<file path="src/lsu_pkg.sv">
package lsu_pkg;

  typedef enum logic [1:0] {
    SIZE_B = 2'd0,
    SIZE_H = 2'd1,
    SIZE_W = 2'd2
  } access_size_t;

  // Bit shift that moves lane 0 onto the lane picked by the byte offset
  function automatic logic [4:0] lane_shift(input logic [1:0] offset);
    return {offset, 3'b000};
  endfunction

  // Strobe pattern of an access that starts on lane 0
  function automatic logic [3:0] size_strobe(input access_size_t size);
    case (size)
      SIZE_B:  return 4'b0001;
      SIZE_H:  return 4'b0011;
      default: return 4'b1111;
    endcase
  endfunction

  function automatic logic is_misaligned(input access_size_t size, input logic [1:0] offset);
    case (size)
      SIZE_B:  return 1'b0;
      SIZE_H:  return offset[0];          // Halfword must sit on an even byte
      default: return offset != 2'b00;
    endcase
  endfunction

endpackage

</file>
<file path="src/lsu_align.sv">
module lsu_align (
  input  logic [31:0]           addr,
  input  lsu_pkg::access_size_t size,
  input  logic                  sext,
  input  logic [31:0]           wsrc,
  input  logic [31:0]           rdata,
  output logic [31:0]           wdata,
  output logic [3:0]            wstrb,
  output logic [31:0]           load_value,
  output logic                  misaligned
);

  import lsu_pkg::*;

  logic [4:0]  shamt;
  logic [31:0] lane_word;
  logic        byte_sign;
  logic        half_sign;

  assign shamt = lane_shift(addr[1:0]);

  // ~~~~~~~~~~~~~~~~~~~~~~~~~~~~~~~~~~~~~~~~~~~~~~~~~~~~~~~~~~~~~~~~~~~~~~~~~~~
  // Store side
  // ~~~~~~~~~~~~~~~~~~~~~~~~~~~~~~~~~~~~~~~~~~~~~~~~~~~~~~~~~~~~~~~~~~~~~~~~~~~

  // Bits above the access size land outside the strobe and are ignored by the memory
  assign wdata = wsrc << shamt;
  assign wstrb = size_strobe(size) << addr[1:0];

  assign misaligned = is_misaligned(size, addr[1:0]);

  // ~~~~~~~~~~~~~~~~~~~~~~~~~~~~~~~~~~~~~~~~~~~~~~~~~~~~~~~~~~~~~~~~~~~~~~~~~~~
  // Load side
  // ~~~~~~~~~~~~~~~~~~~~~~~~~~~~~~~~~~~~~~~~~~~~~~~~~~~~~~~~~~~~~~~~~~~~~~~~~~~

  assign lane_word = rdata >> shamt;  // Selected lane now sits at bit 0

  assign byte_sign = sext & lane_word[7];
  assign half_sign = sext & lane_word[15];

  always_comb begin
    case (size)
      SIZE_B:  load_value = {{24{byte_sign}}, lane_word[7:0]};
      SIZE_H:  load_value = {{16{half_sign}}, lane_word[15:0]};
      default: load_value = lane_word;
    endcase
  end

endmodule

</file>
<file path="config.mk">
export PLATFORM = sky130hd
export DESIGN_NAME = lsu_align
export DESIGN_NICKNAME = d
export VERILOG_FILES = /design/src/lsu_pkg.sv /design/src/lsu_align.sv
export SDC_FILE = /design/constraint.sdc
export NUM_CORES = 1
export LEC_CHECK = 0
export BUFFER_PORTS_ARGS = -buffer_cell sky130_fd_sc_hd__buf_2
export CAP_MARGIN = 20
export CORE_MARGIN = 2
export CORE_UTILIZATION = 33
export DETAILED_ROUTE_END_ITERATION = 16
export PLACE_DENSITY = 0.85
export SYNTH_ARGS = -nofsm -noshare
export SYNTH_HDL_FRONTEND = slang
export SYNTH_SLANG_ARGS = --single-unit
export TNS_END_PERCENT = 20
</file>
<file path="constraint.sdc">
create_clock -name vclk -period 1.6
set_input_delay 0.32 -clock vclk [all_inputs]
set_output_delay 0.32 -clock vclk [all_outputs]
set_load 0.005 [all_outputs]
</file>
==> results.md <==
- Status: finished, violations left
- Violated checks: negative setup slack
- Final hold viol count: 0
- Iter 0 DRT Violations: 98
- Worst Max-Slew Pin Slew: 475.0 ps
- Unique masters post-synth: 27
- Via density: 5.220
- Post-Route Setup TNS: -3673 ps
- Grt total ovfl: 0
- Max-Cap Viols: 0
- DRC viols: 0
- Crit path time final: 1729 ps
- Seq pwr share: 0
- Fraction of layout cells with a size suffix above 1: 0.6292
- Placed Area: 2133 µm²
- Initial Util: 0.3419
- Top cell types by occurrence after synthesis: nand2_1, mux2i_1, nor2_1
- PortBufs: 138
- Clock network power share: 0
- Fillers: 305
- Placed Cells: 390
- Final worst setup slack: -129.0 ps
- Finish-stage setup viols: 54
- WS Path Type: in -> out
- Area delta synth->final: 100.3%
- Total GRT Usage: 0.2546
- First-pass GRT wire length: 8797 µm
- CP max FO: 8
- YS warnings: 0
- Vias in the first global route: 1957
- Final core occ: 0.6849
- Vias after detailed routing: 2109
- Top cells by area, synth: mux2i_1, a211oi_1, nand2_1, nor2b_1, a21oi_1
- CORE AREA: 3633 µm²
- Gpl congestion: 0.8506
- Die Footprint: 4272 µm²
- Final sequential cell count: 0
- Setup crit end kind: output pin
- Final wirelength: 5774 µm
- WP data arrival: 1410 ps
- Fin nets: 457
- DRT antenna net count: 0
- Final max-slew violation count: 0
- Cell count after synthesis: 192
- CP required: 1280 ps
- Path type of the worst min-delay path: in -> out
- Non-filler cells, final: 404
- Num ports: 168
- Fin crit share: 1.081
- Overall Power: 765.3 µW
- Largest net degree at the start of global routing: 32
- Area leader, netlist: mux2i_1
- Final instance area: 2489 µm²
- Comb power frac: 1.000
- Post-DP HPWL: 4125 µm
- Die outline height: 65.36 µm
- Startpoint types: input port
- Unrepaired setup endpoints after global routing: yes
- NetSw: 358.6 µW
- Post-synthesis net count: 291
- Max-slew headroom: 0.6830
- Initial antenna violation count: 0
- Drt first pass iters: 4
- Leak: 1.340 nW
- Storage element area: 0 µm²
- WL/cell: 14.29 µm
- Num rows: 22
- Sequential share of the synthesized area: 0
- Max Clk Rate: 0.5784 GHz
- Mapped cell area: 1242 µm²
- Die Wd: 65.36 µm
- P per Cell Area: 307.5 nW/µm²
- Count leader, synth: nand2_1
- CTS Hold Bufs: 0
- N_diodes: 0
- P_int: 406.7 µW
- Share of the synthesized area in the top cell type: 0.2175
- VDD IR max: 0.0001709 V
- Clock buffer cells: 0
- Sw frac: 0.4685
- Mean post-synth cell area: 6.471 µm²
-- area by class of cell --
class	instances	area, µm²	area share
repair buffers	181	1137	0.4570
well taps	48	60.06	0.02413
inverters	2	7.507	0.003017
multi-input cells	173	1284	0.5158
-- layer usage --
metal / part of all wire / up-vias / wire length (µm) / track usage
li1: - / 1031 / - / -
met1: 0.38 / 974 / 2221 / 0.2922
met2: 0.54 / 90 / 3117 / 0.5064
met3: 0.054 / 14 / 310 / 0.01884
met4: 0.022 / 0 / 125 / 0.05208
met5: 0 / - / 0 / 0
-- cells by family (layout without fill, tap and decap cells) --
family          count (synthesis)  count (layout)  synth area share
simple gates                   78              78            0.3031
compound gates                 61              61            0.3273
mux                            34              34            0.2810
buf+inv                        19             183           0.08862
-- critical path, cell delays in order --
cell,delay [ps]
buf_12,120
nand2b_4,140
a311oi_2,210
o211ai_2,130
buf_6,150
buf_12,130
o21ai_1,70
buf_2,130
-- path summary, 6_finish.rpt --
path / start / to / slack (ps) / cells past startpoint
max: addr[0] / load_value[21] / -130 / 8
min: wsrc[1] / wdata[1] / 940 / 3
-- power groups by stage --
stage                     combinational, mW  clock (mW)  sequential, mW
after floorplan                       0.302           0               0
after global placement                0.611           0               0
after detailed placement              0.626           0               0
after CTS                             0.729           0               0
after global routing                  0.830           0               0
final                                 0.765           0               0
-- placed cells by master, fill, tap and decap left out, drive strengths merged --
master and count:
buf 181, nand2 29, mux2i 27, nor2 20, a21oi 17, o21ai 17, nor2b 15, a211oi 15
and2 9, a221oi 7, mux2 7, nand2b 3, inv 2, a311oi 1, nand3b 1, o211ai 1
or2 1, a31oi 1, o21a 1, o21bai 1
-- through the flow --
step / hold WS [ps] / setup slack [ps]
after floorplan: 729.5 / 46.50
final: 940.2 / -129.0
after detailed placement: 940.4 / -275.0
after CTS: 944.4 / -130.7
after global placement: 932.7 / -250.0
after global routing: 960.0 / -194.2
-- timing repair --
action	4_1_cts	5_1_grt
setup endpoints to repair	62	64
hold endpoints to repair	0	0
pin swaps	12	5
cloned	2	0
resized for setup	46	18
setup buffers	13	0
(Power assumes the default switching activity.)
