File: src/axi_lite_pkg.sv
package axi_lite_pkg;

  // ~~~~~~~~~~~~~~~~~~~~~~~~~~~~~~~~~~~~~~~~~~~~~~~~~~~~~~~~~~~~~~~~~~~~~~~~~~~
  // Bus widths
  // ~~~~~~~~~~~~~~~~~~~~~~~~~~~~~~~~~~~~~~~~~~~~~~~~~~~~~~~~~~~~~~~~~~~~~~~~~~~

  localparam int ADDR_W = 32;
  localparam int DATA_W = 32;
  localparam int STRB_W = DATA_W / 8;  // One strobe bit per byte lane

  // ~~~~~~~~~~~~~~~~~~~~~~~~~~~~~~~~~~~~~~~~~~~~~~~~~~~~~~~~~~~~~~~~~~~~~~~~~~~
  // Response codes
  // ~~~~~~~~~~~~~~~~~~~~~~~~~~~~~~~~~~~~~~~~~~~~~~~~~~~~~~~~~~~~~~~~~~~~~~~~~~~

  // Only OKAY and SLVERR are ever produced by the memory
  typedef enum logic [1:0] {
    OKAY   = 2'b00,
    EXOKAY = 2'b01,
    SLVERR = 2'b10,
    DECERR = 2'b11
  } resp_t;

endpackage

File: src/lsu_fsm.sv
module lsu_fsm (
  input  logic                            clock,
  input  logic                            reset,
  input  logic                            ren,
  input  logic                            wen,
  input  logic [31:0]                     addr,
  input  logic                            misaligned,
  input  logic [31:0]                     load_value,
  output logic [31:0]                     rdata_q,
  output logic [31:0]                     mem_rdata,
  output logic                            read_done,
  output logic                            write_done,
  output logic                            access_error,
  output logic                            busy,
  output logic [axi_lite_pkg::ADDR_W-1:0] araddr,
  output logic                            arvalid,
  input  logic                            arready,
  input  logic [axi_lite_pkg::DATA_W-1:0] rdata,
  input  axi_lite_pkg::resp_t             rresp,
  input  logic                            rvalid,
  output logic                            rready,
  output logic [axi_lite_pkg::ADDR_W-1:0] awaddr,
  output logic                            awvalid,
  input  logic                            awready,
  output logic                            wvalid,
  input  logic                            wready,
  input  axi_lite_pkg::resp_t             bresp,
  input  logic                            bvalid,
  output logic                            bready
);

  import axi_lite_pkg::*;

  typedef enum logic [2:0] {
    S_IDLE,
    S_RADDR,
    S_RDATA,
    S_WADDR,
    S_WDATA,
    S_BRESP,
    S_DONE
  } state_t;

  state_t state;
  logic   is_write;  // Access kind as fixed at the request
  logic   err;       // Sticky error for the access in flight

  // Both channels carry the word address and the strobe picks the lanes
  assign araddr = {addr[31:2], 2'b00};
  assign awaddr = {addr[31:2], 2'b00};

  // ~~~~~~~~~~~~~~~~~~~~~~~~~~~~~~~~~~~~~~~~~~~~~~~~~~~~~~~~~~~~~~~~~~~~~~~~~~~
  // Channel sequencing
  // ~~~~~~~~~~~~~~~~~~~~~~~~~~~~~~~~~~~~~~~~~~~~~~~~~~~~~~~~~~~~~~~~~~~~~~~~~~~

  always_ff @(posedge clock) begin
    if (reset) begin
      state        <= S_IDLE;
      is_write     <= 1'b0;
      err          <= 1'b0;
      busy         <= 1'b0;
      arvalid      <= 1'b0;
      rready       <= 1'b0;
      awvalid      <= 1'b0;
      wvalid       <= 1'b0;
      bready       <= 1'b0;
      read_done    <= 1'b0;
      write_done   <= 1'b0;
      access_error <= 1'b0;
    end else begin
      read_done    <= 1'b0;
      write_done   <= 1'b0;
      access_error <= 1'b0;
      case (state)
        S_IDLE: begin
          if (read_done || write_done) begin
            busy <= 1'b0;  // Done cycle still counts as busy
          end else if (!busy && (ren || wen)) begin
            busy     <= 1'b1;
            is_write <= wen;  // Write wins over a same-cycle read
            err      <= misaligned;
            if (misaligned) state <= S_DONE;
            else if (wen) begin
              awvalid <= 1'b1;
              state   <= S_WADDR;
            end else begin
              arvalid <= 1'b1;
              state   <= S_RADDR;
            end
          end
        end
        S_RADDR: if (arready) begin
          arvalid <= 1'b0;
          rready  <= 1'b1;
          state   <= S_RDATA;
        end
        S_RDATA: if (rvalid) begin
          rready  <= 1'b0;
          rdata_q <= rdata;
          err     <= (rresp != OKAY);
          state   <= S_DONE;
        end
        S_WADDR: if (awready) begin
          awvalid <= 1'b0;
          wvalid  <= 1'b1;
          state   <= S_WDATA;
        end
        S_WDATA: if (wready) begin
          wvalid <= 1'b0;
          bready <= 1'b1;
          state  <= S_BRESP;
        end
        S_BRESP: if (bvalid) begin
          bready <= 1'b0;
          err    <= (bresp != OKAY);
          state  <= S_DONE;
        end
        default: begin
          // rdata_q was captured last cycle, so load_value is settled here
          if (is_write) write_done <= 1'b1;
          else begin
            read_done <= 1'b1;
            mem_rdata <= err ? '0 : load_value;
          end
          access_error <= err;
          state        <= S_IDLE;
        end
      endcase
    end
  end

  // ~~~~~~~~~~~~~~~~~~~~~~~~~~~~~~~~~~~~~~~~~~~~~~~~~~~~~~~~~~~~~~~~~~~~~~~~~~~
  // Protocol checks
  // ~~~~~~~~~~~~~~~~~~~~~~~~~~~~~~~~~~~~~~~~~~~~~~~~~~~~~~~~~~~~~~~~~~~~~~~~~~~

  a_one_addr_channel: assert property (@(posedge clock) disable iff (reset)
    !(arvalid && awvalid));

  a_arvalid_held: assert property (@(posedge clock) disable iff (reset)
    arvalid && !arready |=> arvalid);

  a_single_done: assert property (@(posedge clock) disable iff (reset)
    !(read_done && write_done));

endmodule

File: config.mk
export PLATFORM = sky130hd
export DESIGN_NAME = lsu_fsm
export DESIGN_NICKNAME = d
export VERILOG_FILES = /design/src/axi_lite_pkg.sv /design/src/lsu_fsm.sv
export SDC_FILE = /design/constraint.sdc
export NUM_CORES = 1
export LEC_CHECK = 0
export ABC_AREA = 1
export BUFFER_PORTS_ARGS = -buffer_cell sky130_fd_sc_hd__buf_2
export CAP_MARGIN = 10
export CORE_ASPECT_RATIO = 1.75
export CORE_MARGIN = 4
export CORE_UTILIZATION = 30
export DETAILED_ROUTE_END_ITERATION = 8
export PLACE_DENSITY = 0.66
export SYNTH_ARGS = -nofsm -noshare
export SYNTH_HDL_FRONTEND = slang
export SYNTH_SLANG_ARGS = --single-unit
File: constraint.sdc
create_clock -name clock -period 5.1 [get_ports clock]
set_input_delay 1.02 -clock clock [delete_from_list [all_inputs] [get_ports clock]]
set_output_delay 1.02 -clock clock [all_outputs]
set_load 0.01 [all_outputs]
==> results of run 1 <==
[metal layers]
metal  vias to the layer above  routed length (um)  track usage [%]  part of all wire (%)
li1                       1159                   -                -                     -
met1                      1054                2530             10.5                    29
met2                       132                4720             23.4                    54
met3                        61                 926             3.36                    11
met4                         0                 553             9.84                   6.3
met5                         -                   0                0                     0
[area by class of cell]
cell class	count	area [sq um]
timing repair buffer	153	793
tap	132	165
clock buffer	9	225
inverter	54	205
multi-input combinational	126	563
sequential	78	2200
fill	1148	7020
clock inverter	7	56.3
[worst max-delay path by stage]
| stage | end |
|---|---|
| floorplan | mem_rdata[0]$_SDFFCE_PP0P_ |
| global placement | mem_rdata[8]$_SDFFCE_PP0P_ |
| detailed placement | mem_rdata[13]$_SDFFCE_PP0P_ |
| CTS | awaddr[10] |
| global route | awaddr[10] |
| finish | araddr[28] |
[placed cells by master, fill, tap and decap left out, types with 4 or more instances in the layout]
master	synthesis	layout
sky130_fd_sc_hd__inv_1	51	51
sky130_fd_sc_hd__nor2_1	50	49
sky130_fd_sc_hd__a21oi_1	11	11
sky130_fd_sc_hd__edfxtp_1	64	64
sky130_fd_sc_hd__dfxtp_1	14	14
sky130_fd_sc_hd__nand2_1	27	27
sky130_fd_sc_hd__o21ai_0	6	6
sky130_fd_sc_hd__nand3_1	16	16
sky130_fd_sc_hd__buf_2	0	150
sky130_fd_sc_hd__conb_1	1	4
sky130_fd_sc_hd__clkbuf_16	0	9
[Yosys cell counts]
cell type and n:
sky130_fd_sc_hd__nor2_2 2, sky130_fd_sc_hd__clkinv_1 1, sky130_fd_sc_hd__a21oi_2 1, sky130_fd_sc_hd__nand4_1 3, sky130_fd_sc_hd__nand3_1 16, sky130_fd_sc_hd__ha_1 1
sky130_fd_sc_hd__nand2_1 27, sky130_fd_sc_hd__o21ai_0 6, sky130_fd_sc_hd__edfxtp_1 64, sky130_fd_sc_hd__dfxtp_1 14, sky130_fd_sc_hd__nand3b_1 1, sky130_fd_sc_hd__o21bai_1 1
sky130_fd_sc_hd__o211ai_1 1, sky130_fd_sc_hd__a21oi_1 11, sky130_fd_sc_hd__inv_2 1, sky130_fd_sc_hd__nor3_1 1, sky130_fd_sc_hd__inv_4 1, sky130_fd_sc_hd__nand2_2 1
sky130_fd_sc_hd__inv_1 51, sky130_fd_sc_hd__conb_1 1, sky130_fd_sc_hd__clkbuf_1 4, sky130_fd_sc_hd__buf_4 65, sky130_fd_sc_hd__nor2_1 50
[through the flow]
stage	hold slack [ns]	area (sq um)	util [%]
global placement	0.435	3900	34.7
floorplan	0.414	3470	-
finish	0.446	4210	37.5
global route	0.472	4210	37.5
CTS	0.450	4180	37.2
detailed placement	0.441	3900	34.7
[power by group through the flow]
stage               combinational (mW)  sequential [mW]  clock, mW
floorplan                        0.307            0.838          0
detailed placement               0.393            0.856          0
global route                     0.484            0.830      0.643
CTS                              0.395            0.842      0.618
global placement                 0.384            0.853          0
finish                           0.417            0.822      0.594
[worst min-delay path, cell delays in order, from the launching register on]
cell and delay, ns:
sky130_fd_sc_hd__dfxtp_1 0.31, sky130_fd_sc_hd__inv_1 0.05, sky130_fd_sc_hd__a21oi_1 0.05
[flip-flops by register name (all words and copies together), names as in the netlist]
signal	count
err	1
read_done	1
wvalid	1
awvalid	1
state	3
rdata_q	32
access_error	1
rready	1
write_done	1
arvalid	1
mem_rdata	32
bready	1
busy	1
is_write	1
[cells by family (layout without fill, tap and decap cells)]
family / Yosys count / count (layout) / synth area share (%)
buf+inv: 123 / 223 / 20.5
flops: 78 / 78 / 63.7
simple gates: 101 / 101 / 12.1
other cells: 1 / 4 / 0.109
compound gates: 20 / 20 / 3.15
fa+ha+maj: 1 / 1 / 0.362
==> qor.yml, run 1 <==
hold_path_startpoint: "arvalid$_SDFFE_PP0P_"
areaGrowthSynthToFinish_pct: 21.9
worstSetupStartpoint: "addr[28]"
yosys_register_bits: 78
comb_power_share_pct: 22.8
post_cts.repair.setup_buffers: 0
cp_num_cells: 0
max_clock_freq_mhz: 490
drv_cap: 0
timing.clock.skew_ns: 0.00719
total_switching_power_mw: 0.565
cts-hold-fix-buffers: 0
syn_inst: 324
dieWidth_um: 89.1
synth_top_cell_by_area: "sky130_fd_sc_hd__edfxtp_1"
drt_drc_violations_left: 0
n_antenna_cell: 0
worst-endpoint-required_ns: 4.08
grt_first_pass_wirelength_um: 12400
syn-cell-area_sq_um: 3450
fin_worst_setup_slack_ns: 3.06
standby_leakage_power_nw: 2.00
overflow: 0
worst_hold_end: "arvalid$_SDFFE_PP0P_"
worstSetupEndpointType: "primary output"
rows: 51
cts-resized-gates: 0
clock-root-buffer: "sky130_fd_sc_hd__clkbuf_16"
yosysSeqAreaShare_pct: 63.7
worstPathMaxFanout: 2
ir_drop_v: 0.000220
final_antenna_net_count: 0
detailroute.via_count: 2406
worstReg2RegStart: "state[2]$_SDFFE_PP0P_"
hpwlAfterDp_um: 7020
final_layout_size_suffix_gt1_share_pct: 41.2
port_buffers: 150
switching_power_share_of_the_total_pct: 30.8
power.internal_mw: 1.27
ff2ff_path_depth: 6
vias_per_cell: 4.30
antenna_found_initial: 0
postRouteWirelength_um: 8730
cts.path.max_buffers: 2
postSynthAreaPerCell_sq_um: 10.7
hold_class: "reg2reg"
htree_num_levels: 3
synthTopCellsByArea: "sky130_fd_sc_hd__edfxtp_1 (56%), sky130_fd_sc_hd__buf_4 (14%), sky130_fd_sc_hd__dfxtp_1 (8.1%)"
detailedPlace.worstSlack_ns: 2.95
worst_ep_arrival_time_ns: 1.02
tritoncts: "done"
post_layout_nonfiller_instances: 559
cts-buffers-inserted: 9
yosysUniqueCellTypes: 23
clock_latency_on_the_worst_skew_pair_ns: 0.33
die-height_um: 150
initial_util_pct: 30.8
crit_path_start_kind: "input pin"
clock_power_share_pct: 32.4
p_per_area_nw_per_um2: 435
reg2reg_setup_slack_ns: 3.25
timing.final.max_slew_violations: 0
drt_iter0_drc: 41
min_delay_path_depth: 2
place.detailed.instances: 542
cts.clk_slew.worst_paths_ns: 0.06
ratio_of_final_minimum_period_to_clock_period_pct: 40.0
coreArea_sq_um: 11200
synth_top_cell_area_share_pct: 55.6
gr-usage-all-layers_pct: 12.6
setup_tns_ns: 0
average_detailed_routed_wire_length_per_instance_um: 15.6
io_pins: 247
detail_route.first_pass.iterations: 6
cts.sinks: 78
synthesis_warnings: 0
design.die.area_sq_um: 13400
post-layout-total-power_mw: 1.83
timing.rr.end: "rdata_q[22]$_DFFE_PP_"
setup_repair_after_global_routing_missed_its_margin: "false"
grt_pass1_vias: 2493
gp_routability_congestion: 0.830
run_status: "finished clean"
final_count_of_negative_setup_slack_endpoints: 0
grt_max_degree: 34
setup.worst_path.class: "in2out"
report.final.hold_viol_count: 0
pwr-share-seq_pct: 44.8
period_minus_slack_ns: 2.04
nets: 533
(Power assumes the default switching activity.)
==> run 2, diff against run 1 <==
--- a/config.mk
+++ b/config.mk
@@ -12,7 +12,7 @@
 export CORE_MARGIN = 4
 export CORE_UTILIZATION = 30
 export DETAILED_ROUTE_END_ITERATION = 8
-export PLACE_DENSITY = 0.66
+export PLACE_DENSITY = 0.68
 export SYNTH_ARGS = -nofsm -noshare
 export SYNTH_HDL_FRONTEND = slang
 export SYNTH_SLANG_ARGS = --single-unit
==> constraint.sdc (replaced) <==
create_clock -name clock -period 1.8 [get_ports clock]
set_input_delay 0.36 -clock clock [delete_from_list [all_inputs] [get_ports clock]]
set_output_delay 0.36 -clock clock [all_outputs]
set_load 0.01 [all_outputs]
==> run 2 against run 1 <==
Compared with the run above:
- wire length is 1.0% higher
- cell count grew 0.18%
- hold slack worse by 0.25 ns
- largest power group unchanged
- clock power grew to 2.9 times the previous value
- first-iteration DRC count grew 88%
- critical path depth increased by 4
- die area unchanged
- combinational power rose to 2.9 times the previous value
- via count is 2.2% higher
==> qor.yml, run 2 (synthesized netlist as in run 1, its figures left out) <==
run_status: "finished clean"  # unchanged
n_antenna_cell: 0  # unchanged
use_met2_pct: 24.3  # was 23.4%
timing.rr.end: "mem_rdata[12]$_SDFFCE_PP0P_"  # was rdata_q[22]$_DFFE_PP_
top_cell_family_by_delay_on_the_critical_path: "flip-flops"
cts-resized-gates: 0  # unchanged
stdcell_area_sq_um: 4260  # was 4210 sq um
coreArea_sq_um: 11200  # unchanged
setup.worst_path.class: "reg2reg"  # was in2out
worst_hold_end: "rdata_q[3]$_DFFE_PP_"  # was arvalid$_SDFFE_PP0P_
worst-endpoint-required_ns: 1.83  # was 4.08 ns
post_layout_nonfiller_instances: 560  # was 559
design.die.area_sq_um: 13400  # unchanged
final_count_of_negative_setup_slack_endpoints: 0  # unchanged
port_buffers: 150  # unchanged
standby_leakage_power_nw: 2.01  # was 2.00 nW
reg2reg_setup_slack_ns: 0.18  # was 3.25 ns
hold_path_startpoint: "rdata[3]"  # was arvalid$_SDFFE_PP0P_
grt_util_met3_pct: 4.08  # was 3.36%
htree_num_levels: 3  # unchanged
report.final.hold_viol_count: 0  # unchanged
drt_drc_violations_left: 0  # unchanged
hpwlAfterDp_um: 7080  # was 7020 um
initial_util_pct: 30.8  # unchanged
timing.clock.skew_ns: 0.0106  # was 0.00719 ns
clock-root-buffer: "sky130_fd_sc_hd__clkbuf_16"  # unchanged
rows: 51  # unchanged
worstPathMaxFanout: 32  # was 2
max_clock_freq_mhz: 618
cts-hold-fix-buffers: 0  # unchanged
areaGrowthSynthToFinish_pct: 23.2  # was 21.9%
setup_repair_after_global_routing_missed_its_margin: "false"  # unchanged
gp_routability_congestion: 0.904  # was 0.830
setup_tns_ns: 0  # unchanged
drt_iter0_drc: 77  # was 41
timing.final.max_slew_violations: 0  # unchanged
cts.sinks: 78  # unchanged
worstReg2RegStart: "state[2]$_SDFFE_PP0P_"  # unchanged
p_per_area_nw_per_um2: 1240  # was 435 nW/um^2
ff2ff_path_depth: 4  # was 6
io_pins: 247  # unchanged
average_detailed_routed_wire_length_per_instance_um: 15.8  # was 15.6 um
period_minus_slack_ns: 1.62
post_cts.repair.setup_buffers: 0  # unchanged
post-layout-total-power_mw: 5.29  # was 1.83 mW
commonest_non_fill_non_tap_cell_in_the_layout: "sky130_fd_sc_hd__buf_2"  # unchanged
worst_ep_arrival_time_ns: 1.65  # was 1.02 ns
grt-busiest-layer: "met2"  # unchanged
critPathSlowestCell: "sky130_fd_sc_hd__dfxtp_1"
final_antenna_net_count: 0  # unchanged
nets: 534  # was 533
grt.met1_usage_pct: 10.3  # was 10.5%
detailedPlace.worstSlack_ns: 0.179  # was 2.95 ns
cts.clk_slew.worst_paths_ns: 0.07  # was 0.06 ns
ir_drop_v: 0.000632  # was 0.000220 V
die-height_um: 150  # unchanged
min_delay_path_depth: 1  # was 2
cts.path.max_buffers: 2  # unchanged
detail_route.first_pass.iterations: 4  # was 6
dieWidth_um: 89.1  # unchanged
grt_max_degree: 34  # unchanged
place.detailed.instances: 544  # was 542
detailroute.via_count: 2459  # was 2406
ratio_of_final_minimum_period_to_clock_period_pct: 89.9
final_layout_size_suffix_gt1_share_pct: 42.3  # was 41.2%
worstPathBufferInverterCount: 2
worstSetupEndpointType: "flip-flop"  # was primary output
postRouteWirelength_um: 8820  # was 8730 um
crit_chain: "ha_4, inv_2, nor3_4, buf_12"
overflow: 0  # unchanged
gr-usage-all-layers_pct: 13.1  # was 12.6%
place_area_sq_um: 3970  # was 3900 sq um
hold_class: "in2reg"  # was reg2reg
layout.cells.most_common_list: "sky130_fd_sc_hd__buf_2 (150), sky130_fd_sc_hd__edfxtp_1 (64), sky130_fd_sc_hd__inv_1 (50), sky130_fd_sc_hd__nor2_1 (49), sky130_fd_sc_hd__nand2_1 (27)"  # was sky130_fd_sc_hd__buf_2 (150), sky130_fd_sc_hd__edfxtp_1 (64), sky130_fd_sc_hd__inv_1 (51), sky130_fd_sc_hd__nor2_1 (49), sky130_fd_sc_hd__nand2_1 (27)
drv_cap: 0  # unchanged
grt_pass1_vias: 2526  # was 2493
cp_slowest_stage_delay_ns: 0.62
crit_path_start_kind: "flip-flop"  # was input pin
clock_latency_on_the_worst_skew_pair_ns: 0.33  # about the same
vias_per_cell: 4.39  # was 4.30
worstSetupStartpoint: "state[2]$_SDFFE_PP0P_"  # was addr[28]
fin_worst_setup_slack_ns: 0.181  # was 3.06 ns
grt_first_pass_wirelength_um: 12800  # was 12400 um
tritoncts: "done"  # unchanged
antenna_found_initial: 0  # unchanged
cts-buffers-inserted: 9  # unchanged
reg_top3: "mem_rdata: 32 flops, rdata_q: 32 flops, state: 3 flops"  # unchanged
## run 2: how the worst max path moves through the flow
stage	endpoint	slack (ns)	depth (start not counted)
final	mem_rdata[12]$_SDFFCE_PP0P_	0.18	4
after global routing	state[2]$_SDFFE_PP0P_	0.11	7
after CTS	mem_rdata[18]$_SDFFCE_PP0P_	0.17	4
after detailed placement	mem_rdata[10]$_SDFFCE_PP0P_	0.18	4
after global placement	mem_rdata[14]$_SDFFCE_PP0P_	0.21	4
after floorplan	mem_rdata[0]$_SDFFCE_PP0P_	0.01	3
## run 2: where the power goes
part           leakage (nW)  switching, mW  total (mW)  internal, mW
registers             0.696          0.134        2.33          2.19
logic                  1.17          0.768        1.22         0.452
clock network         0.139          0.777        1.74         0.965
## run 2: area by class of cell
class | count | area, sq um
timing repair buffer | 154 | 806
multi-input combinational | 126 | 587
fill | 1116 | 6970
sequential | 78 | 2210
inverter | 54 | 205
clock inverter | 7 | 62.6
clock buffer | 9 | 225
tap | 132 | 165
## run 2: metal layers
layer  wire length (um)  up-vias
met5                  0        -
met4                613        0
met3                984       65
met2               4710      144
met1               2520     1087
li1                   -     1163
## run 2: metrics by stage
step	hold slack, ns	util (%)
after detailed placement	0.441	35.3
after CTS	0.180	37.9
after global placement	0.441	35.3
after global routing	0.175	37.9
final	0.196	37.9
after floorplan	0.429	-
